### src/hw/fetch_pkg.sv
`default_nettype none

package fetch_pkg;

  localparam int xlen = 32;
  localparam int fetch_width = 64;
  localparam int wb_sel_bits = fetch_width / 8;

  localparam int btac_entries = 64;
  localparam int btac_index_bits = $clog2(btac_entries);
  localparam int btac_tag_bits = xlen - btac_index_bits - 2;

  localparam logic [xlen-1:0] reset_vector = 32'h0000_0000;

  localparam logic csr_sel_mtvec = 1'b0;
  localparam logic csr_sel_mepc = 1'b1;

  typedef enum logic [1:0] {idle, busy, ctrl} fetch_state_t;

  typedef enum logic [1:0] {kind_jal, kind_jalr, kind_branch} resolve_kind_t;

  typedef struct packed {
    logic enable;
    logic sel;                           // 0 mtvec, 1 mepc
    logic [xlen-1:0] data;
  } csr_write_t;

  typedef struct packed {
    logic trap;
    logic mret;
    logic [xlen-1:0] mtvec;
    logic [xlen-1:0] mepc;
  } csr_out_t;

  typedef struct packed {
    logic valid;
    logic [xlen-1:0] pc;
    logic [xlen-1:0] npc;
    logic [xlen-1:0] addr;               // Actual target
    logic taken;
    resolve_kind_t kind;
  } resolve_t;

  typedef struct packed {
    logic [xlen-1:0] pc;                 // Lookup pc, slot 1 is pc+4
    logic taken;
    logic [xlen-1:0] taddr;
    logic [xlen-1:0] tpc;
    logic stall;
    logic clear;
  } btac_in_t;

  typedef struct packed {
    logic pred_branch;
    logic [xlen-1:0] pred_baddr;
    logic [xlen-1:0] pred_pc;
    logic pred_miss;
    logic [xlen-1:0] pred_maddr;
  } btac_out_t;

  typedef struct packed {
    logic valid;
    logic spec;
    logic [xlen-1:0] addr;
  } mem_req_t;

  typedef struct packed {
    logic ready;
    logic [fetch_width-1:0] rdata;
  } mem_rsp_t;

  typedef struct packed {
    logic valid;
    logic [xlen-1:0] pc;
    logic [fetch_width-1:0] rdata;
    logic taken;
    logic [xlen-1:0] taddr;
  } fetch_bundle_t;

  typedef struct packed {
    logic cyc;
    logic stb;
    logic we;
    logic [xlen-1:0] adr;
    logic [wb_sel_bits-1:0] sel;
  } wb_m2s_t;

  typedef struct packed {
    logic ack;
    logic [fetch_width-1:0] dat;
  } wb_s2m_t;

endpackage

`default_nettype wire
### src/hw/wb_fetch_master.sv
`timescale 1ns/1ns
`default_nettype none

module wb_fetch_master
  import fetch_pkg::*;
(
  input  logic     clock,
  input  logic     reset,
  input  mem_req_t mem_req,
  output mem_rsp_t mem_rsp,
  output wb_m2s_t  wb_out,
  input  wb_s2m_t  wb_in
);

  typedef enum logic {bus_idle, bus_active} bus_state_t;

  bus_state_t state_q;
  logic [xlen-1:0] adr_q;
  logic ready_q;
  logic [fetch_width-1:0] rdata_q;
  logic accept;
  logic done;

  assign accept = state_q == bus_idle && mem_req.valid;
  assign done = state_q == bus_active && wb_in.ack;

  always_ff @(posedge clock) begin
    if (reset == 1'b0) begin
      state_q <= bus_idle;
      ready_q <= 1'b0;
    end else begin
      ready_q <= done;                   // One-cycle pulse after ack
      if (accept) begin
        state_q <= bus_active;
      end else if (done) begin
        state_q <= bus_idle;
      end
    end
  end

  always_ff @(posedge clock) begin
    if (accept) begin
      adr_q <= mem_req.addr;             // Held until ack
    end
    if (done) begin
      rdata_q <= wb_in.dat;
    end
  end

  always_comb begin
    wb_out.cyc = state_q == bus_active;
    wb_out.stb = state_q == bus_active;
    wb_out.we = 1'b0;
    wb_out.adr = adr_q;
    wb_out.sel = '1;
  end

  always_comb begin
    mem_rsp.ready = ready_q;
    mem_rsp.rdata = rdata_q;
  end

endmodule

`default_nettype wire

### config.mk
export PLATFORM = sky130hd
export DESIGN_NAME = wb_fetch_master
export DESIGN_NICKNAME = d
export VERILOG_FILES = /design/src/hw/fetch_pkg.sv /design/src/hw/wb_fetch_master.sv
export SDC_FILE = /design/constraint.sdc
export NUM_CORES = 1
export LEC_CHECK = 0
export ABC_AREA = 1
export BUFFER_PORTS_ARGS = -buffer_cell sky130_fd_sc_hd__buf_2
export CELL_PAD_IN_SITES_DETAIL_PLACEMENT = 1
export CELL_PAD_IN_SITES_GLOBAL_PLACEMENT = 1
export CORE_ASPECT_RATIO = 2
export CORE_MARGIN = 1
export CORE_UTILIZATION = 31
export DETAILED_ROUTE_END_ITERATION = 7
export PLACE_DENSITY_LB_ADDON = 0.08
export SYNTH_ARGS = -nofsm -noshare
export SYNTH_HDL_FRONTEND = slang
export SYNTH_SLANG_ARGS = --single-unit
### constraint.sdc
create_clock -name clock -period 2.66 [get_ports clock]
set_input_delay 0.266 -clock clock [delete_from_list [all_inputs] [get_ports clock]]
set_output_delay 0.266 -clock clock [all_outputs]
set_load 0.02 [all_outputs]
### After elaboration in Yosys (flattened, before gate mapping)

Index checks and enable logic that the tools add are counted.

* mux-type cells: 2
* reduce and logical (&&, ||, !) cells: 3
* bitwise logic cells: 1

Operator list (count)
* $logic_and A1 B1 Y1: 2
* $mux W1: 2
* $reduce_bool A2 Y1: 1
* $not A1 Y1: 1

* logic and storage cells: 10
* register bits after elaboration: 98
* input bits: 101
* output and inout bits: 108

### Depth between registers and ports, before layout

Gate-level depths: netlist of the first run.

* word-level depth: 3
* mapped depth: 3
* gate-level depth less buffers: 3

### Least setup slack after synthesis of the first run

No wires, ideal clock.

* path type: reg-to-reg
* start point: reg state_q
* end point: reg adr_q[0], enable pin
* buffers on the path: 0
* library setup time: 0.422 ns
* period minus slack after synthesis: 2.134 ns
* arrival: 1.713 ns
* data required time: 2.238 ns
* stages on the path, launching flop included: 2
* setup slack: 0.526 ns
* cells stage by stage: dfxtp_1 -> nor2_1

* longest elaborated chain between the ends: 2

Ends and longest elaborated chain
* from (decl): RTL line wb_fetch_master.sv:17 `bus_state_t state_q;`
* from (signal assigned): RTL line wb_fetch_master.sv:29 `state_q <= bus_idle;`
* from (signal assigned): RTL line wb_fetch_master.sv:34 `state_q <= bus_active;`
* from (signal assigned): RTL line wb_fetch_master.sv:36 `state_q <= bus_idle;`
* $not A1 Y1: RTL line wb_fetch_master.sv:24 `assign accept = state_q == bus_idle && mem_req.valid;`
* $logic_and A1 B1 Y1: RTL line wb_fetch_master.sv:24
* named net accept: RTL line wb_fetch_master.sv:21 `logic accept;`
* to (signal assigned): RTL line wb_fetch_master.sv:43 `adr_q <= mem_req.addr;`
* to (decl): RTL line wb_fetch_master.sv:18 `logic [xlen-1:0] adr_q;`

The timed path passes the listed nets, and every way through them passes these cells.
A chain may end at the register's enable or synchronous reset.

### Worst setup path in the final report of the first run

* start point: reg state_q
* end point: reg rdata_q[2], enable pin

* longest elaborated chain between the ends: 1

Ends and longest elaborated chain
* $logic_and A1 B1 Y1: RTL line wb_fetch_master.sv:25 `assign done = state_q == bus_active && wb_in.ack;`
* named net done: RTL line wb_fetch_master.sv:22 `logic done;`
* to (signal assigned): RTL line wb_fetch_master.sv:46 `rdata_q <= wb_in.dat;`
* to (decl): RTL line wb_fetch_master.sv:20 `logic [fetch_width-1:0] rdata_q;`

The timed path passes the listed nets, and every way through them passes these cells.

==> key figures, run 1 <==
Clocking
  – Worst-Skew Late Latency: 0.33 ns
  – Clock-pin slew of the registers on the worst-case setup and hold paths: 0.07 ns
  – Sink Count: 98
  – Number of gates resized after CTS: 0
  – CTS Root Cell: sky130_fd_sc_hd__clkbuf_16
  – Quantity of hold-fixing buffers added after cts: 0
  – Post-CTS repair timing setup buffer count: 0
  – Number of buffers created by CTS: 9
  – Clock tree buffer depth: 2
  – Maximum level of the CTS H-tree: 3
  – TritonCTS clock tree: done

Final layout
  – Diodes inserted: 0
  – Share of final-layout standard cells stronger than drive strength 1: 66.0%
  – Final-stage net count: 428
  – Relative area change from synthesis to final layout: 47.9%

Yosys
  – Predominant post-synthesis flop cell: sky130_fd_sc_hd__edfxtp_1
  – Post-synthesis average cell area: 25.3 µm²
  – Commonest cells in the synthesized netlist: sky130_fd_sc_hd__edfxtp_1, sky130_fd_sc_hd__buf_4, sky130_fd_sc_hd__inv_1, sky130_fd_sc_hd__nor2_1
  – Area fraction of the dominant cell type after synthesis: 94.2%
  – Share of async-settable or async-resettable flops after synthesis: 0%
  – Post-synthesis instance area: 3060 µm²
  – Number of cells produced by synthesis: 121
  – Count of warnings emitted by yosys: 0
  – Number of distinct library cells after synthesis: 9
  – Number of synthesized flops with an enable pin: 96
  – Library cell with the largest summed area after synthesis: sky130_fd_sc_hd__edfxtp_1
  – Leading cell type by number of instances after synthesis: sky130_fd_sc_hd__edfxtp_1
  – Most area-consuming cells after synthesis: sky130_fd_sc_hd__edfxtp_1, sky130_fd_sc_hd__buf_4, sky130_fd_sc_hd__dfxtp_1
  – #FFs+latches synth: 98
  – Register area share after synthesis: 95.5%

Worst setup path
  – Crit path launch: state_q
  – Kind of start point of the critical path: flop
  – Crit path required time: 2.68 ns
  – Crit path max fanout: 39
  – Critical Path AT: 1.61 ns
  – Sort of element at the end of the critical path: flop
  – Reg-to-Reg Start: state_q
  – Type of the worst setup path: reg2reg

Min path
  – Tightest Hold Check Type: in2reg
  – HP Start: wb_in[41]

GRT
  – Antenna violations before repair: 0
  – Pin count of the biggest net entering global routing: 40
  – GRT Residual Overflow: 0
  – GR Util All Layers: 13.6%
  – Vias in the first global route: 1966
  – Global-route wire length before repair: 9910 µm

Floorplan
  – Die outline height: 142 µm
  – Number of top-level pins: 209
  – Die outline area: 10300 µm²
  – Standard-cell rows: 51
  – Effective utilization at floorplan: 31.7%
  – Area inside the core boundary: 9640 µm²
  – Chip width: 72.2 µm

STA
  – Maximum operating frequency: 0.629 GHz
  – Total Negative Setup Slacks: 0 ns
  – Number of setup violations in the final report: 0
  – Final Hold Viols: 0
  – Number of pins with negative max-slew slack in the final report: 0
  – Crit share post-route: 59.8%
  – Shortest period the worst path allows: 1.59 ns
  – Clock Skews: 0.00546 ns
  – RSZ-0062 raised after global routing: false
  – Tightest slew margin relative to the limit: 61.7%
  – Worst Max-Slew Pin Slew: 0.574 ns

Detailed routing
  – Detailed Routing Iterations Pass 1: 4
  – Final wirelength: 7160 µm
  – Detailed Route Iter0 Violations: 47
  – Number of DRC violations after detailed routing: 0
  – Number of nets still failing antenna checks after routing: 0
  – Ratio of routed vias to standard cells: 4.02
  – Post-DR wirelength/cell: 15.4 µm
  – Via count: 1865

Power and ir drop
  – Overall power: 3530 µW
  – Maximum vdd ir drop: 0.000442 V
  – Leakage power: 0.00194 µW
  – Power density normalized to cell area: 781 nW/µm²

Place
  – Routability congestion estimate from global placement: 0.674
  – HPWL after detailed placement: 5500 µm
  – Number of port buffers: 198

Outcome
  – Run status: finished, final reports clean

Run
  – Maximum Capacitance Violations: 0
==> metal layers <==
layer,vias up,wire length [µm],GRT usage [%]
met5,-,0,0
li1,854,-,-
met4,0,188,7.74
met1,854,2230,11.9
met3,15,818,6.44
met2,142,3920,24.5
==> cells in the final DEF, fill, tap and decap left out <==
cell,count
sky130_fd_sc_hd__edfxtp_1,96
sky130_fd_sc_hd__nand2_2,1
sky130_fd_sc_hd__inv_1,2
sky130_fd_sc_hd__clkbuf_1,1
sky130_fd_sc_hd__clkbuf_16,9
sky130_fd_sc_hd__dfxtp_1,2
sky130_fd_sc_hd__buf_12,1
sky130_fd_sc_hd__inv_6,2
sky130_fd_sc_hd__conb_1,9
sky130_fd_sc_hd__bufinv_16,3
sky130_fd_sc_hd__nor2_1,2
sky130_fd_sc_hd__clkinv_2,1
sky130_fd_sc_hd__buf_4,1
sky130_fd_sc_hd__nor2_2,2
sky130_fd_sc_hd__nand2_1,1
sky130_fd_sc_hd__buf_2,198
sky130_fd_sc_hd__inv_2,1
==> where the power goes <==
group | internal (µW) | switching [µW]
clock | 924 | 538
sequential | 1780 | 16.3
combinational | 98.5 | 175
total | 2800 | 730
==> sequential cells by signal (all words and copies together), names as in the netlist <==
name	flops
state_q	1
ready_q	1
rdata_q	64
adr_q	32
==> final cells by class <==
cell class	count	area [µm²]
clock buffers	10	229
clock inverters	6	113
fillers	991	5110
inverters	3	11.3
multi-input cells	15	63.8
flip-flops and latches	98	2920
well taps	132	165
repair buffers	200	1020
==> cell families after synthesis <==
kind of cell	synth area share, %
buf+inv	3.31
flops	95.5
other cells	0.245
simple gates	0.900
==> path summary, 6_finish.rpt <==
path	to	slack (ns)	depth (start not counted)
max	rdata_q[2]	1.07	3
min	rdata_q[41]	0.10	1
max reg2reg	rdata_q[2]	1.07	3
min reg2reg	ready_q	0.53	2
==> worst max-delay path, cell delays in order (launching register included) <==
cell	delay (ns)
sky130_fd_sc_hd__dfxtp_1	0.42
sky130_fd_sc_hd__nand2_2	0.09
sky130_fd_sc_hd__inv_2	0.44
sky130_fd_sc_hd__buf_12	0.30
==> stage by stage <==
stage               setup slack, ns  area (µm²)  utilization, %  hold WS (ns)  instances
CTS                            1.02        4520            46.9        0.0859        464
floorplan                     0.526        3090               -         0.365        128
detailed placement             1.04        4180            43.4         0.444        448
global route                  0.969        4520            46.9        0.0857        464
global placement               1.13        4180            43.4         0.443        448
finish                         1.07        4520            46.9         0.101        464
Note: power is estimated with default switching activity, not from simulation.
==> run 2, diff against run 1 <==
ABC_AREA = 0   (was 1)
CORE_UTILIZATION = 29   (was 31)
clock period = 1.42 ns   (was 2.66 ns; I/O delays follow)
==> run 2 against run 1 <==
  * Count of clock-buffer cells in the layout fell by 1
  * Final area rose by 20%
  * Clock power rose by 50%
  * Utilization rose by 6.6 points
  * Final cell count rose by 21%
  * Hold slack got worse by 0.039 ns
  * Critical path type unchanged
  * Largest power group unchanged
==> key figures, run 2 <==
Yosys
  – Post-synthesis average cell area: 26.1 µm² (+3.2%)
  – Number of cells produced by synthesis: 117 (-3.3%)
  – Number of distinct library cells after synthesis: 9 (unchanged)
  – Count of warnings emitted by yosys: 0 (unchanged)
  – Area fraction of the dominant cell type after synthesis: 94.4% (+0.15 points)
  – Predominant post-synthesis flop cell: sky130_fd_sc_hd__edfxtp_1
  – Commonest cells in the synthesized netlist: sky130_fd_sc_hd__edfxtp_1, sky130_fd_sc_hd__buf_4, sky130_fd_sc_hd__conb_1, sky130_fd_sc_hd__dfxtp_1
  – Share of async-settable or async-resettable flops after synthesis: 0% (unchanged)
  – Most area-consuming cells after synthesis: sky130_fd_sc_hd__edfxtp_1, sky130_fd_sc_hd__buf_4, sky130_fd_sc_hd__dfxtp_1
  – Post-synthesis instance area: 3050 µm² (-0.16%)
  – #FFs+latches synth: 98 (unchanged)
  – Register area share after synthesis: 95.7% (+0.16 points)
  – Library cell with the largest summed area after synthesis: sky130_fd_sc_hd__edfxtp_1
  – Leading cell type by number of instances after synthesis: sky130_fd_sc_hd__edfxtp_1
  – Number of synthesized flops with an enable pin: 96 (unchanged)

Clocking
  – Maximum level of the CTS H-tree: 3 (unchanged)
  – Number of buffers created by CTS: 9 (unchanged)
  – Clock tree buffer depth: 2 (unchanged)
  – Post-CTS repair timing setup buffer count: 0 (unchanged)
  – Number of gates resized after CTS: 0 (unchanged)
  – Clock-pin slew of the registers on the worst-case setup and hold paths: 0.07 ns (about the same)
  – CTS Root Cell: sky130_fd_sc_hd__clkbuf_16
  – Worst-Skew Late Latency: 0.33 ns (about the same)
  – TritonCTS clock tree: done
  – Quantity of hold-fixing buffers added after cts: 96 (+96)
  – Sink Count: 98 (unchanged)

STA
  – Maximum operating frequency: 0.863 GHz (+37%)
  – RSZ-0062 raised after global routing: false
  – Number of pins with negative max-slew slack in the final report: 0 (unchanged)
  – Crit share post-route: 81.6% (+22 points)
  – Shortest period the worst path allows: 1.16 ns (-0.431 ns)
  – Smallest hold slack: 0.0618 ns (-0.0391 ns)
  – Number of setup violations in the final report: 0 (unchanged)
  – Final Hold Viols: 0 (unchanged)
  – Total Negative Setup Slacks: 0 ns (unchanged)
  – Clock Skews: 0.00708 ns (+0.00162 ns)

Floorplan
  – Standard-cell rows: 52 (+2.0%)
  – Number of top-level pins: 209 (unchanged)
  – Die outline area: 11000 µm² (+6.6%)
  – Chip width: 74.6 µm (+3.2%)
  – Die outline height: 147 µm (+3.3%)
  – Area inside the core boundary: 10100 µm² (+5.3%)
  – Effective utilization at floorplan: 30.1% (-1.7 points)

Power and ir drop
  – Power density normalized to cell area: 1160 nW/µm² (+48%)
  – Maximum vdd ir drop: 0.000729 V (+65%)
  – Overall power: 6290 µW (+78%)
  – Leakage power: 0.00229 µW (+18%)

Place
  – HPWL after detailed placement: 5360 µm (-2.7%)
  – Number of port buffers: 198 (unchanged)
  – Routability congestion estimate from global placement: 0.680 (+0.91%)

Final layout
  – Register with the most flip-flops: rdata_q
  – Fill cells: 1050 (+6.0%)
  – Relative area change from synthesis to final layout: 77.8%
  – Most frequent standard cell in the layout excluding fill and tap cells: sky130_fd_sc_hd__buf_2
  – Share of final-layout standard cells stronger than drive strength 1: 51.5% (-14 points)
  – Top flop regs: rdata_q (64), adr_q (32)
  – Top library cells by usage in the layout, fill and taps aside: sky130_fd_sc_hd__buf_2, sky130_fd_sc_hd__edfxtp_1, sky130_fd_sc_hd__dlygate4sd3_1
  – Final-stage net count: 521 (+22%)
  – Max FFs per register: 64 (unchanged)
  – Diodes inserted: 0 (unchanged)

Detailed routing
  – Number of DRC violations after detailed routing: 0 (unchanged)
  – Ratio of routed vias to standard cells: 4.05 (+0.76%)
  – Number of nets still failing antenna checks after routing: 0 (unchanged)
  – Via count: 2268 (+22%)
  – Post-DR wirelength/cell: 15.0 µm (-2.5%)
  – Detailed Routing Iterations Pass 1: 3 (-1)
  – Detailed Route Iter0 Violations: 68 (+45%)
  – Final wirelength: 8420 µm (+18%)

Worst setup path
  – Reg-to-Reg Start: state_q
  – Crit path max fanout: 49 (+26%)
  – Sort of element at the end of the critical path: flop
  – Type of the worst setup path: reg2reg
  – Register-to-register setup slack: 0.26 ns (-0.81 ns)
  – Critical Path AT: 1.17 ns (-0.44 ns)
  – Crit path launch: state_q
  – Crit path required time: 1.43 ns (-1.25 ns)
  – Kind of start point of the critical path: flop
  – Worst-case reg-to-reg path depth: 2 (-1)
  – Critical register-to-register path endpoint: rdata_q[32]

Min path
  – Hold path cells: 3 (+2)
  – Tightest Hold Check Type: in2reg
  – HP Start: reset
  – Hold Path Sink: state_q

GRT
  – Antenna violations before repair: 0 (unchanged)
  – GR Util All Layers: 15.8% (+2.2 points)
  – Global-route wire length before repair: 12400 µm (+25%)
  – GRT Residual Overflow: 0 (unchanged)
  – Vias in the first global route: 2501 (+27%)
  – Pin count of the biggest net entering global routing: 50 (+25%)

Outcome
  – Run status: finished, final reports clean

Run
  – Maximum Capacitance Violations: 0 (unchanged)
[run 2: how the worst max path moves through the flow]
| stage | end | slack (ns) | depth (start not counted) |
|---|---|---|---|
| after floorplan | rdata_q[0] | 0.12 | 1 |
| after global placement | rdata_q[29] | 0.28 | 2 |
| after detailed placement | rdata_q[7] | 0.26 | 2 |
| after CTS | rdata_q[7] | 0.26 | 2 |
| after global routing | rdata_q[26] | 0.19 | 2 |
| final | rdata_q[32] | 0.26 | 2 |
[run 2: area by class of cell]
type | count | area, µm² | share of cell area, %
sequential | 98 | 2920 | 53.8
clock inverter | 7 | 46.3 | 0.853
clock buffer | 9 | 225 | 4.15
tap | 135 | 169 | 3.11
timing repair buffer | 297 | 2000 | 36.8
multi-input combinational | 14 | 67.6 | 1.24
[run 2: critical path, stage by stage (launching register included)]
cell                      delay [ns]
sky130_fd_sc_hd__dfxtp_1        0.38
sky130_fd_sc_hd__and2_4         0.18
sky130_fd_sc_hd__buf_12         0.24
[run 2: stage by stage]
step           setup WS [ns]  instance area, µm²  instances  utilization, %
6_report               0.261                5430        560            53.5
5_1_grt                0.194                5430        560            53.5
4_1_cts                0.259                5430        560            53.5
3_5_place_dp           0.264                4200        448            41.4
3_3_place_gp           0.280                4200        448            41.4
2_1_floorplan          0.115                3080        124               -
[run 2: power by group]
part	internal (µW)	switching (µW)
logic	366	375
registers	3330	30.1
clock network	1180	1010
[run 2: logic make-up after synthesis]
kind of cell	synth area share, %
flops	95.7
buf+inv	2.95
simple gates	0.942
other cells	0.246
compound gates	0.164
[run 2: per-layer routing]
| metal | track usage, % | part of all wire (%) |
|---|---|---|
| met3 | 5.21 | 8.7 |
| met5 | 0 | 0 |
| met2 | 29.5 | 55 |
| met1 | 14.7 | 34 |
| met4 | 6.98 | 2.2 |
