`src/hw/fetch_pkg.sv`:
```
`default_nettype none

package fetch_pkg;

  localparam int xlen = 32;
  localparam int fetch_width = 64;
  localparam int wb_sel_bits = fetch_width / 8;

  localparam int btac_entries = 64;
  localparam int btac_index_bits = $clog2(btac_entries);
  localparam int btac_tag_bits = xlen - btac_index_bits - 2;

  localparam logic [xlen-1:0] reset_vector = 32'h0000_0000;

  localparam logic csr_sel_mtvec = 1'b0;
  localparam logic csr_sel_mepc = 1'b1;

  typedef enum logic [1:0] {idle, busy, ctrl} fetch_state_t;

  typedef enum logic [1:0] {kind_jal, kind_jalr, kind_branch} resolve_kind_t;

  typedef struct packed {
    logic enable;
    logic sel;                           // 0 mtvec, 1 mepc
    logic [xlen-1:0] data;
  } csr_write_t;

  typedef struct packed {
    logic trap;
    logic mret;
    logic [xlen-1:0] mtvec;
    logic [xlen-1:0] mepc;
  } csr_out_t;

  typedef struct packed {
    logic valid;
    logic [xlen-1:0] pc;
    logic [xlen-1:0] npc;
    logic [xlen-1:0] addr;               // Actual target
    logic taken;
    resolve_kind_t kind;
  } resolve_t;

  typedef struct packed {
    logic [xlen-1:0] pc;                 // Lookup pc, slot 1 is pc+4
    logic taken;
    logic [xlen-1:0] taddr;
    logic [xlen-1:0] tpc;
    logic stall;
    logic clear;
  } btac_in_t;

  typedef struct packed {
    logic pred_branch;
    logic [xlen-1:0] pred_baddr;
    logic [xlen-1:0] pred_pc;
    logic pred_miss;
    logic [xlen-1:0] pred_maddr;
  } btac_out_t;

  typedef struct packed {
    logic valid;
    logic spec;
    logic [xlen-1:0] addr;
  } mem_req_t;

  typedef struct packed {
    logic ready;
    logic [fetch_width-1:0] rdata;
  } mem_rsp_t;

  typedef struct packed {
    logic valid;
    logic [xlen-1:0] pc;
    logic [fetch_width-1:0] rdata;
    logic taken;
    logic [xlen-1:0] taddr;
  } fetch_bundle_t;

  typedef struct packed {
    logic cyc;
    logic stb;
    logic we;
    logic [xlen-1:0] adr;
    logic [wb_sel_bits-1:0] sel;
  } wb_m2s_t;

  typedef struct packed {
    logic ack;
    logic [fetch_width-1:0] dat;
  } wb_s2m_t;

endpackage

`default_nettype wire
```
`src/hw/fetch_stage.sv`:
```
`timescale 1ns/1ns
`default_nettype none

module fetch_stage
  import fetch_pkg::*;
(
  input  logic            clock,
  input  logic            reset,
  input  csr_out_t        csr_out,
  input  btac_out_t       btac_out,
  output btac_in_t        btac_in,
  input  logic            fence,
  input  logic [xlen-1:0] fence_npc,
  input  logic            halt,
  input  logic            clear,
  input  mem_rsp_t        mem_rsp,
  output mem_req_t        mem_req,
  output fetch_bundle_t   bundle
);

  fetch_state_t state_q;
  fetch_state_t state_d;
  logic [xlen-1:0] pc_q;                 // In-flight address, or next one when none pending
  logic [xlen-1:0] pc_d;
  logic pending_q;
  logic pending_d;
  fetch_bundle_t bundle_q;

  logic redirect;
  logic [xlen-1:0] target;
  logic advance;
  logic [xlen-1:0] next_pc;
  logic issue;
  logic spec;

  always_comb begin
    redirect = 1'b1;
    if (csr_out.trap) begin
      target = csr_out.mtvec;
    end else if (csr_out.mret) begin
      target = csr_out.mepc;
    end else if (btac_out.pred_miss) begin
      target = btac_out.pred_maddr;
    end else if (fence) begin
      target = fence_npc;
    end else begin
      redirect = 1'b0;
      target = pc_q;
    end
  end

  // Data arrives for a fetch that is still on the right path
  assign advance = state_q == busy && pending_q && mem_rsp.ready && !redirect;
  assign next_pc = btac_out.pred_branch ? btac_out.pred_baddr : pc_q + 32'd8;

  always_comb begin
    state_d = state_q;
    pc_d = pc_q;
    issue = 1'b0;
    spec = 1'b0;
    case (state_q)
      idle: begin
        if (!clear) begin
          state_d = busy;
          pc_d = reset_vector;
          issue = !halt;
        end
      end
      busy: begin
        if (pending_q && mem_rsp.ready) begin
          pc_d = redirect ? target : next_pc;
          issue = !halt;
          spec = redirect || btac_out.pred_branch;
        end else if (pending_q) begin
          if (redirect) begin
            pc_d = target;
            state_d = ctrl;                // Old fetch must be drained
          end
        end else begin
          pc_d = target;                   // Nothing in flight, redirect is free
          issue = !halt;
          spec = redirect;
        end
      end
      ctrl: begin
        pc_d = target;
        if (mem_rsp.ready) begin
          state_d = busy;                  // Stale data is dropped here
          issue = !halt;
          spec = 1'b1;
        end
      end
      default: begin
        state_d = idle;
      end
    endcase
    pending_d = issue || (pending_q && !mem_rsp.ready);
  end

  always_ff @(posedge clock) begin
    if (reset == 1'b0) begin
      state_q <= idle;
      pc_q <= reset_vector;
      pending_q <= 1'b0;
    end else begin
      state_q <= state_d;
      pc_q <= pc_d;
      pending_q <= pending_d;
    end
  end

  always_ff @(posedge clock) begin
    if (reset == 1'b0) begin
      bundle_q.valid <= 1'b0;
    end else begin
      bundle_q.valid <= advance;
      if (advance) begin
        bundle_q.pc <= pc_q;
        bundle_q.rdata <= mem_rsp.rdata;
        bundle_q.taken <= btac_out.pred_branch;
        bundle_q.taddr <= btac_out.pred_branch ? btac_out.pred_baddr : '0;
      end
    end
  end

  always_comb begin
    mem_req.valid = issue;
    mem_req.spec = spec;
    mem_req.addr = pc_d;
  end

  always_comb begin
    btac_in.pc = pc_q;
    btac_in.taken = btac_out.pred_branch;  // Already masked by stall
    btac_in.taddr = btac_out.pred_baddr;
    btac_in.tpc = btac_out.pred_pc;
    btac_in.stall = !advance;
    btac_in.clear = clear;
  end

  assign bundle = bundle_q;

endmodule

`default_nettype wire

```
`config.mk`:
```
export PLATFORM = sky130hd
export DESIGN_NAME = fetch_stage
export DESIGN_NICKNAME = d
export VERILOG_FILES = /design/src/hw/fetch_pkg.sv /design/src/hw/fetch_stage.sv
export SDC_FILE = /design/constraint.sdc
export NUM_CORES = 1
export LEC_CHECK = 0
export BUFFER_PORTS_ARGS = -buffer_cell sky130_fd_sc_hd__buf_2
export CAP_MARGIN = 15
export CORE_AREA = 2 2 206 208
export CTS_BUF_LIST = sky130_fd_sc_hd__clkbuf_2
export DETAILED_ROUTE_END_ITERATION = 10
export DIE_AREA = 0 0 208 210
export GPL_ROUTABILITY_DRIVEN = 0
export GPL_TIMING_DRIVEN = 0
export SLEW_MARGIN = 10
export SYNTH_ARGS = -nofsm -noshare
export SYNTH_HDL_FRONTEND = slang
export SYNTH_SLANG_ARGS = --single-unit
```
`constraint.sdc`:
```
create_clock -name clock -period 8.3 [get_ports clock]
set_clock_uncertainty 0.2 [all_clocks]
set_input_delay 0.83 -clock clock [delete_from_list [all_inputs] [get_ports clock]]
set_output_delay 0.83 -clock clock [all_outputs]
set_load 0.02 [all_outputs]
```
After elaboration in Yosys (flattened, before gate mapping)
Index checks and enable logic that the tools add are counted.
- memory bits (writable): 0
- flip-flop bits (word level): 165
- output and inout port bits: 263
- input bits: 266
- memories kept: 0
- memory bits (read-only): 0
- latch bits: 0
- logic and storage cells: 60
- div/mod/pow operators: 0
- equal/unequal tests: 7
- order comparisons: 0
- shift operators: 0
- multiplexer cells: 30
- add/subtract/negate cells: 1
- reductions and logical operators: 14
- bitwise logic cells: 0
- multiply operators: 0
- operators by type and width (cell ; count):
    $mux 32 ; 10
    $pmux 32 s3 ; 1
    $add 32x4->32 const B ; 1
    $mux 1 ; 11
    $mux 2 ; 5
    $ne 2x2->1 const B ; 5
    $pmux 2 s3 ; 1
    $logic_and 1x1->1 ; 5
    $reduce_and 5->1 ; 1
    $logic_not 1->1 ; 4
    $pmux 1 s3 ; 1
    $eq 2x1->1 const B ; 1
    $eq 2x2->1 const B ; 1
    $logic_not 2->1 ; 1
    $logic_or 1x1->1 ; 2
    $pmux 1 s2 ; 1
    $reduce_and 2->1 ; 1

Logic depth before layout (Yosys ltp)
Gate-level depths: netlist of run 1.
- word-level depth: 8
- gate-level depth with buffers: 9

Worst setup path after synthesis of run 1
No wires, ideal clock.
- kind: input port to flip-flop
- start: in fence
- end: reg bundle_q, in the netlist bundle[0], enable pin
- arrival: 7045 ps
- slack: 435 ps
- library setup time: 619 ps
- cell stages on the path: 5
- path through: buf_6 nor4_2 buf_4 nand2_1 nor2_1
- word-level cells in the longest chain between the ends: 7
- ends and longest elaborated chain (what ; line ; text):
    start, declared ; fetch_stage.sv:12 ; input logic fence,
    $mux 1 ; fetch_stage.sv:44 ; end else if (fence) begin
    $mux 1 ; fetch_stage.sv:42 ; end else if (btac_out.pred_miss) begin
    $mux 1 ; fetch_stage.sv:40 ; end else if (csr_out.mret) begin
    $mux 1 ; fetch_stage.sv:38 ; if (csr_out.trap) begin
    $logic_not 1->1 ; fetch_stage.sv:53 ; assign advance = state_q == busy && pending_q && mem_rsp.ready && !redirect;
    $logic_and 1x1->1 ; fetch_stage.sv:53 ;
    $reduce_and 2->1 (no line) ; -- ;
    end, declared ; fetch_stage.sv:27 ; fetch_bundle_t bundle_q;
Every way passes these cells.
A chain may end at the register's enable or synchronous reset.

==> out/results.tsv, run 1 <==
stage	metric	value	unit
timing	tns	0	ps
die	die_h	210	µm
routing	drt-pass1-iter-count	5	
place	io_buffers	493	
pwr	p_sw_share	44.25	%
pwr	p_comb_share	40.6	%
worst_setup_path	startpoint_type	input pin	
place	hpwl	36290	µm
die	start_util	21.65	%
worst_setup_path	crit_top_cell	buf_2	
pwr	power_frac_seq	40.6	%
clocking	post-cts-setup-buffers	0	
global_route	antenna_found_initial	11	
timing	fin_crit_sh	62.31	%
routing	drc	0	
clocking	tritoncts	yes	
global_route	grt_usage	20.61	%
pwr	p_int	1.482	mW
timing	fin_ws	3128	ps
synth	syn_inst	857	
worst_setup_path	endpoint_kind	output pin	
clocking	ctsResizeCount	0	
worst_setup_path	crit_path_max_incr_delay	710	ps
synth	synthMostInstantiatedCell	edfxtp_1	
worst_setup_path	path_cells	dlygate4sd3_1 > buf_2 > clkbuf_1 > clkbuf_1 > buf_2 > o21ai_0 > nand2_1 > nand2_1 > a22oi_1 > o21ai_0 > buf_2	
die	die_area	0.04368	mm²
worst_setup_path	critPathKind	input pin to output pin	
final_layout	drive_gt1_share	43.37	%
final_layout	n_fill_cell	4320	
job	max_cap_violations	0	
pwr	vdd_drop_max	0.0001039	V
synth	avgSynthCellArea	10.48	µm²
synth	ys.warnings.count	0	
timing	maxSlewHeadroom	22.59	%
timing	maxSlewViolCount	0	
die	io-pin-count	529	
timing	finalHoldViolCount	0	
routing	drt_iter0_markers	611	
worst_setup_path	cp.arrival	4140	ps
synth	yosysUniqueCellTypes	70	
routing	vias	9569	
synth	ys_seq_area_share	51.17	%
synth	synth_common_cells	edfxtp_1, nand2_1, buf_4	
clocking	cts_buffers	17	
timing	setup_viol	0	
clocking	ctsRootBufferMaster	clkbuf_2	
clocking	htreeDepth	4	
final_layout	fin_nets	1743	
pwr	pwr-share-clk	18.8	%
clocking	clkTransAtPathRegs	280	ps
worst_setup_path	critPathTopFamily	buffers and inverters	
global_route	grt_pass1_wl	64510	µm
place	dp_slack	3633	ps
timing	rsz0062_at_grt	false	
clocking	hold_buffers	98	
routing	ant_nets	0	
global_route	grt_max_degree	33	
pwr	power_leakage	6.091	nW
die	fp.coreArea	0.04148	mm²
timing	tightest_slew	1161	ps
clocking	clockBufferDepth	2	
synth	synth.top_cell.area_share	43.14	%
worst_setup_path	cp.required	7270	ps
hold_path	min_path_type	input pin to flip-flop	
final_layout	syn2layout_area_growth	50.24	%
global_route	grt_overflow_total	0	
synth	ys_ff_latch	165	
pwr	power	2.659	mW
status	status	completed	
synth	async_flop_share	0	%
pwr	cellPowerDensity	197.1	mW/mm²
synth	yosysTopAreaCell	edfxtp_1	
synth	synth-edff-count	129	
timing	max_freq	193.4	MHz
worst_setup_path	crit_buf_inv	6	
synth	syn-cell-area	0.008979	mm²
clocking	cts.sink_count	165	
synth	synth_fp_nets	1128	
clocking	clk_latency	910	ps
routing	avgRoutedWirePerCell	22.95	µm
timing	period_minus_slack	5172	ps
routing	routed_wl	46590	µm
synth	ys.flop_type	edfxtp_1	
die	rows	75	
pwr	p_switching	1.177	mW
worst_setup_path	critPathSlowestCell	clkbuf_1	
die	die-width	208	µm
routing	vias_per_cell	4.714	
worst_setup_path	crit_fanout	10	
synth	synth_area_leaders	edfxtp_1, dfxtp_1, mux2i_1, buf_4, nand2_1	
global_route	grt_pass1_vias	9608	
[final timing paths]
check,start,end,slack [ps],cells after the start
setup / recovery,btac_out[97],mem_req[5],3130,11
hold / removal,btac_out[96],bundle[31],140,3
setup reg to reg,pc_q[8],pc_q[16],5210,7
hold reg to reg,pc_q[19],bundle[116],300,0
[final cells by class]
class	count	area, µm²	share of cell area [%]
antenna	6	15.01	0.1113
buffer	126	768.2	5.695
clock buffer	18	90.09	0.6678
clock inverter	14	167.7	1.243
inverter	17	63.81	0.4731
multi-input combinational	549	3560	26.39
sequential	165	4594	34.06
tap	539	674.4	5.000
timing repair buffer	596	3556	26.36
[worst reg2reg max path: stages, from the launching register on]
cell       delay (ps)
dfxtp_1           810
nand3_1           310
nor2_1            590
buf_4             320
a211oi_1          110
a2111oi_2         370
o21ai_1           140
a21oi_1           170
[sequential cells by signal, summed over array words and instances (netlist names)]
name,flops
state_q,2
bundle,130
pc_q,32
pending_q,1
[power groups by stage]
stage               clock network, mW  logic, mW  registers [mW]
finish                          0.501       1.08            1.08
global route                    0.548       1.15            1.09
CTS                             0.523       1.08            1.08
detailed placement                  0       1.04            1.09
global placement                    0       1.03            1.09
floorplan                           0      0.551            1.08
[cell families after synthesis]
logic type | count (synthesis) | share of synthesized area, %
XOR/XNOR | 7 | 0.6828
buffers and inverters | 143 | 9.267
flip-flops | 165 | 51.17
adder cells (fa/ha/maj) | 5 | 0.6968
AO/OA/AOI/OAI | 227 | 16.85
AND/OR/NAND/NOR | 244 | 13.85
multiplexers | 66 | 7.483
[metrics by stage]
stage                     utilization, %  hold WS, ps  cells  cell area [µm²]
after floorplan                        -        310.5    857             8979
after global placement             29.22        240.0   1889            12120
after detailed placement           29.50        236.6   1894            12240
after CTS                          32.49        6.660   2024            13470
after global routing               32.50        48.65   2027            13480
final                              32.52        144.1   2030            13490
[layout by cell type (no fill, tap or decap), types with 6 or more instances in the layout]
cell	synthesis	final
dfxtp_1	36	36
a21oi_1	42	42
clkbuf_2	0	18
a211oi_1	8	8
o31ai_1	7	7
nor2b_1	13	13
nand2b_1	11	11
o21ai_1	18	18
diode_2	0	6
clkbuf_1	34	34
and2_1	42	42
nor2_1	35	34
a21o_1	12	12
mux2i_1	57	57
o211ai_1	13	13
nor3_1	7	7
dlygate4sd3_1	0	98
a32oi_1	9	9
nand4_1	11	11
buf_4	71	71
a22oi_1	14	14
edfxtp_1	129	129
nand2_1	83	83
and3_1	9	9
nand3_1	18	18
o21ai_0	50	50
mux2_2	8	8
o22ai_1	7	7
buf_2	17	510
inv_1	16	16
[layer usage]
layer	global-route usage, %	up-vias	wire length, µm
li1	-	4343	-
met1	23.12	4576	17840
met2	35.36	553	22780
met3	5.974	87	3821
met4	11.13	10	2098
met5	0	-	56
(Power assumes the default switching activity.)
==> inputs of run 2 (changes only) <==
==> constraint.sdc (replaced) <==
create_clock -name clock -period 4.85 [get_ports clock]
set_clock_uncertainty 0.2 [all_clocks]
set_input_delay 0.485 -clock clock [delete_from_list [all_inputs] [get_ports clock]]
set_output_delay 0.485 -clock clock [all_outputs]
set_load 0.02 [all_outputs]
==> run 2 against run 1 <==
Core utilization is 4.3 points higher. Worst hold slack worse by 18 ps. Clock-buffer cell count stayed put. Clock power is 87% higher. Critical path type unchanged. Final cell count is 8.7% higher. Highest routed layer unchanged.
==> out/results.tsv, run 2 (synthesized netlist as in run 1, its figures left out) <==
stage	metric	value	unit
clocking	htreeDepth	4	
worst_setup_path	startpoint_type	input pin	
clocking	cts.sink_count	165	
timing	maxSlewViolCount	0	
worst_setup_path	r2r-end	pc_q[22]	
global_route	antenna_found_initial	10	
place	dp_slack	755.9	ps
pwr	p_int	2.869	mW
final_layout	syn2layout_area_growth	70.21	%
pwr	p_comb_share	43.5	%
routing	drt-pass1-iter-count	5	
worst_setup_path	cp.required	4160	ps
clocking	post-cts-setup-buffers	0	
pwr	p_switching	2.045	mW
worst_setup_path	regToRegSetupSlack	980	ps
place	place_inst	1894	
timing	maxSlewHeadroom	33.76	%
die	die-width	208	µm
global_route	grt_overflow_total	0	
final_layout	n_fill_cell	4125	
timing	fin_crit_sh	95.82	%
final_layout	largest_reg_flops	130	
final_layout	fin_cells	2207	
hold_path	holdCritStartpoint	mem_rsp[64]	
clocking	clkTransAtPathRegs	290	ps
final_layout	final_core_util	36.84	%
clocking	ctsRootBufferMaster	clkbuf_2	
worst_setup_path	ff2ff_path_depth	10	
final_layout	multi_input_area	0.003560	mm²
clocking	tritoncts	yes	
clocking	clk_latency	1040	ps
timing	tightest_slew	993.6	ps
timing	period_minus_slack	4647	ps
routing	ant_nets	0	
die	die_h	210	µm
die	start_util	21.65	%
status	status	completed	
pwr	power_leakage	6.880	nW
worst_setup_path	critPathTopFamily	buffers and inverters	
pwr	cellPowerDensity	321.6	mW/mm²
final_layout	drive_gt1_share	38.81	%
hold_path	min_path_type	input pin to flip-flop	
timing	finalHoldViolCount	0	
pwr	power_frac_seq	37.5	%
die	io-pin-count	529	
timing	setup_viol	0	
pwr	pwr-share-clk	19.0	%
timing	max_freq	215.2	MHz
hold_path	worstHoldPathCells	4	
global_route	grt_pass1_wl	67210	µm
global_route	grt_pass1_vias	10455	
routing	vias	10246	
global_route	grt_max_degree	34	
global_route	grt_usage	21.30	%
final_layout	seq_area	0.004596	mm²
routing	routed_wl	47840	µm
clocking	clockBufferDepth	2	
die	fp.coreArea	0.04148	mm²
worst_setup_path	r2r-start	state_q[1]	
routing	avgRoutedWirePerCell	21.68	µm
worst_setup_path	crit_fanout	8	
worst_setup_path	critPathKind	input pin to output pin	
routing	vias_per_cell	4.643	
pwr	vdd_drop_max	0.0001646	V
worst_setup_path	crit_path_max_incr_delay	630	ps
worst_setup_path	crit_buf_inv	6	
pwr	p_sw_share	41.62	%
routing	drc	0	
die	die_area	0.04368	mm²
place	io_buffers	493	
worst_setup_path	critPathSlowestCell	dlygate4sd3_1	
worst_setup_path	crit_top_cell	dlygate4sd3_1	
timing	rsz0062_at_grt	false	
job	max_cap_violations	0	
final_layout	layout_commonest_cell	buf_2	
worst_setup_path	endpoint_kind	output pin	
worst_setup_path	path_cells	dlygate4sd3_1 > buf_2 > or2_1 > clkbuf_1 > or3_1 > o221ai_1 > dlygate4sd3_1 > o32ai_1 > dlygate4sd3_1 > nor3_1 > o21ai_1 > buf_2	
timing	fin_ws	202.9	ps
clocking	cts_buffers	17	
final_layout	fin_nets	1915	
final_layout	mostFrequentLayoutCells	buf_2, dlygate4sd3_1, edfxtp_1, nand2_1, buf_4	
place	hpwl	36130	µm
routing	drt_iter0_markers	654	
hold_path	min_to	pc_q[8]	
worst_setup_path	cp.arrival	3960	ps
die	rows	75	
[run 2: cell type report]
cell class,count,area share [%]
inverter,17,0.4176
sequential,165,30.07
antenna,11,0.1801
timing repair buffer,770,34.71
tap,539,4.413
clock buffer,18,0.5895
clock inverter,14,1.302
multi-input combinational,549,23.29
buffer,124,5.019
[run 2: worst min-delay path: stages]
cell	delay (ps)
clkbuf_1	160
o21bai_2	400
a221o_1	200
and2_1	120
[run 2: worst max-delay path by stage]
stage / startpoint / end / slack (ps) / cells after the start
detailed placement: btac_out[32] / mem_req[7] / 760 / 10
global placement: reset / bundle[95] / -540 / 5
floorplan: fence / bundle[0] / 970 / 5
CTS: state_q[1] / mem_req[16] / 100 / 11
global route: state_q[0] / mem_req[27] / 10 / 9
finish: csr_out[64] / mem_req[29] / 200 / 12
[run 2: per-layer routing]
layer  part of all wire [%]  wire length, µm  vias up  GRT usage, %
li1                       -                -     4700             -
met5                  0.021               10        -             0
met2                     49            23570      509         36.83
met3                    8.7             4178       96         7.226
met1                     37            17820     4939         23.08
met4                    4.7             2263        2         11.25
[run 2: timing repair]
item | CTS | global route
hold endpoints to repair | 133 | 0
hold buffers | 272 | 0
gates resized for setup | 1 | 1
endpoints found under the setup margin | 1 | 2
[run 2: through the flow]
stage	hold slack [ps]	cell area, µm²	setup TNS (ps)	total power, mW
after floorplan	310.5	8986	0	2.799
after global placement	261.1	12130	-66920	3.631
after detailed placement	263.4	12240	0	3.652
after CTS	6.517	15260	0	4.939
after global routing	82.31	15270	0	5.159
final	126.5	15280	0	4.915
[run 2: power by group through the flow]
stage          registers, mW  clock network, mW  logic, mW
6_report                1.84              0.935       2.14
5_1_grt                 1.86               1.02       2.29
4_1_cts                 1.84              0.972       2.12
3_5_place_dp            1.88                  0       1.78
3_3_place_gp            1.87                  0       1.76
2_1_floorplan           1.85                  0      0.944
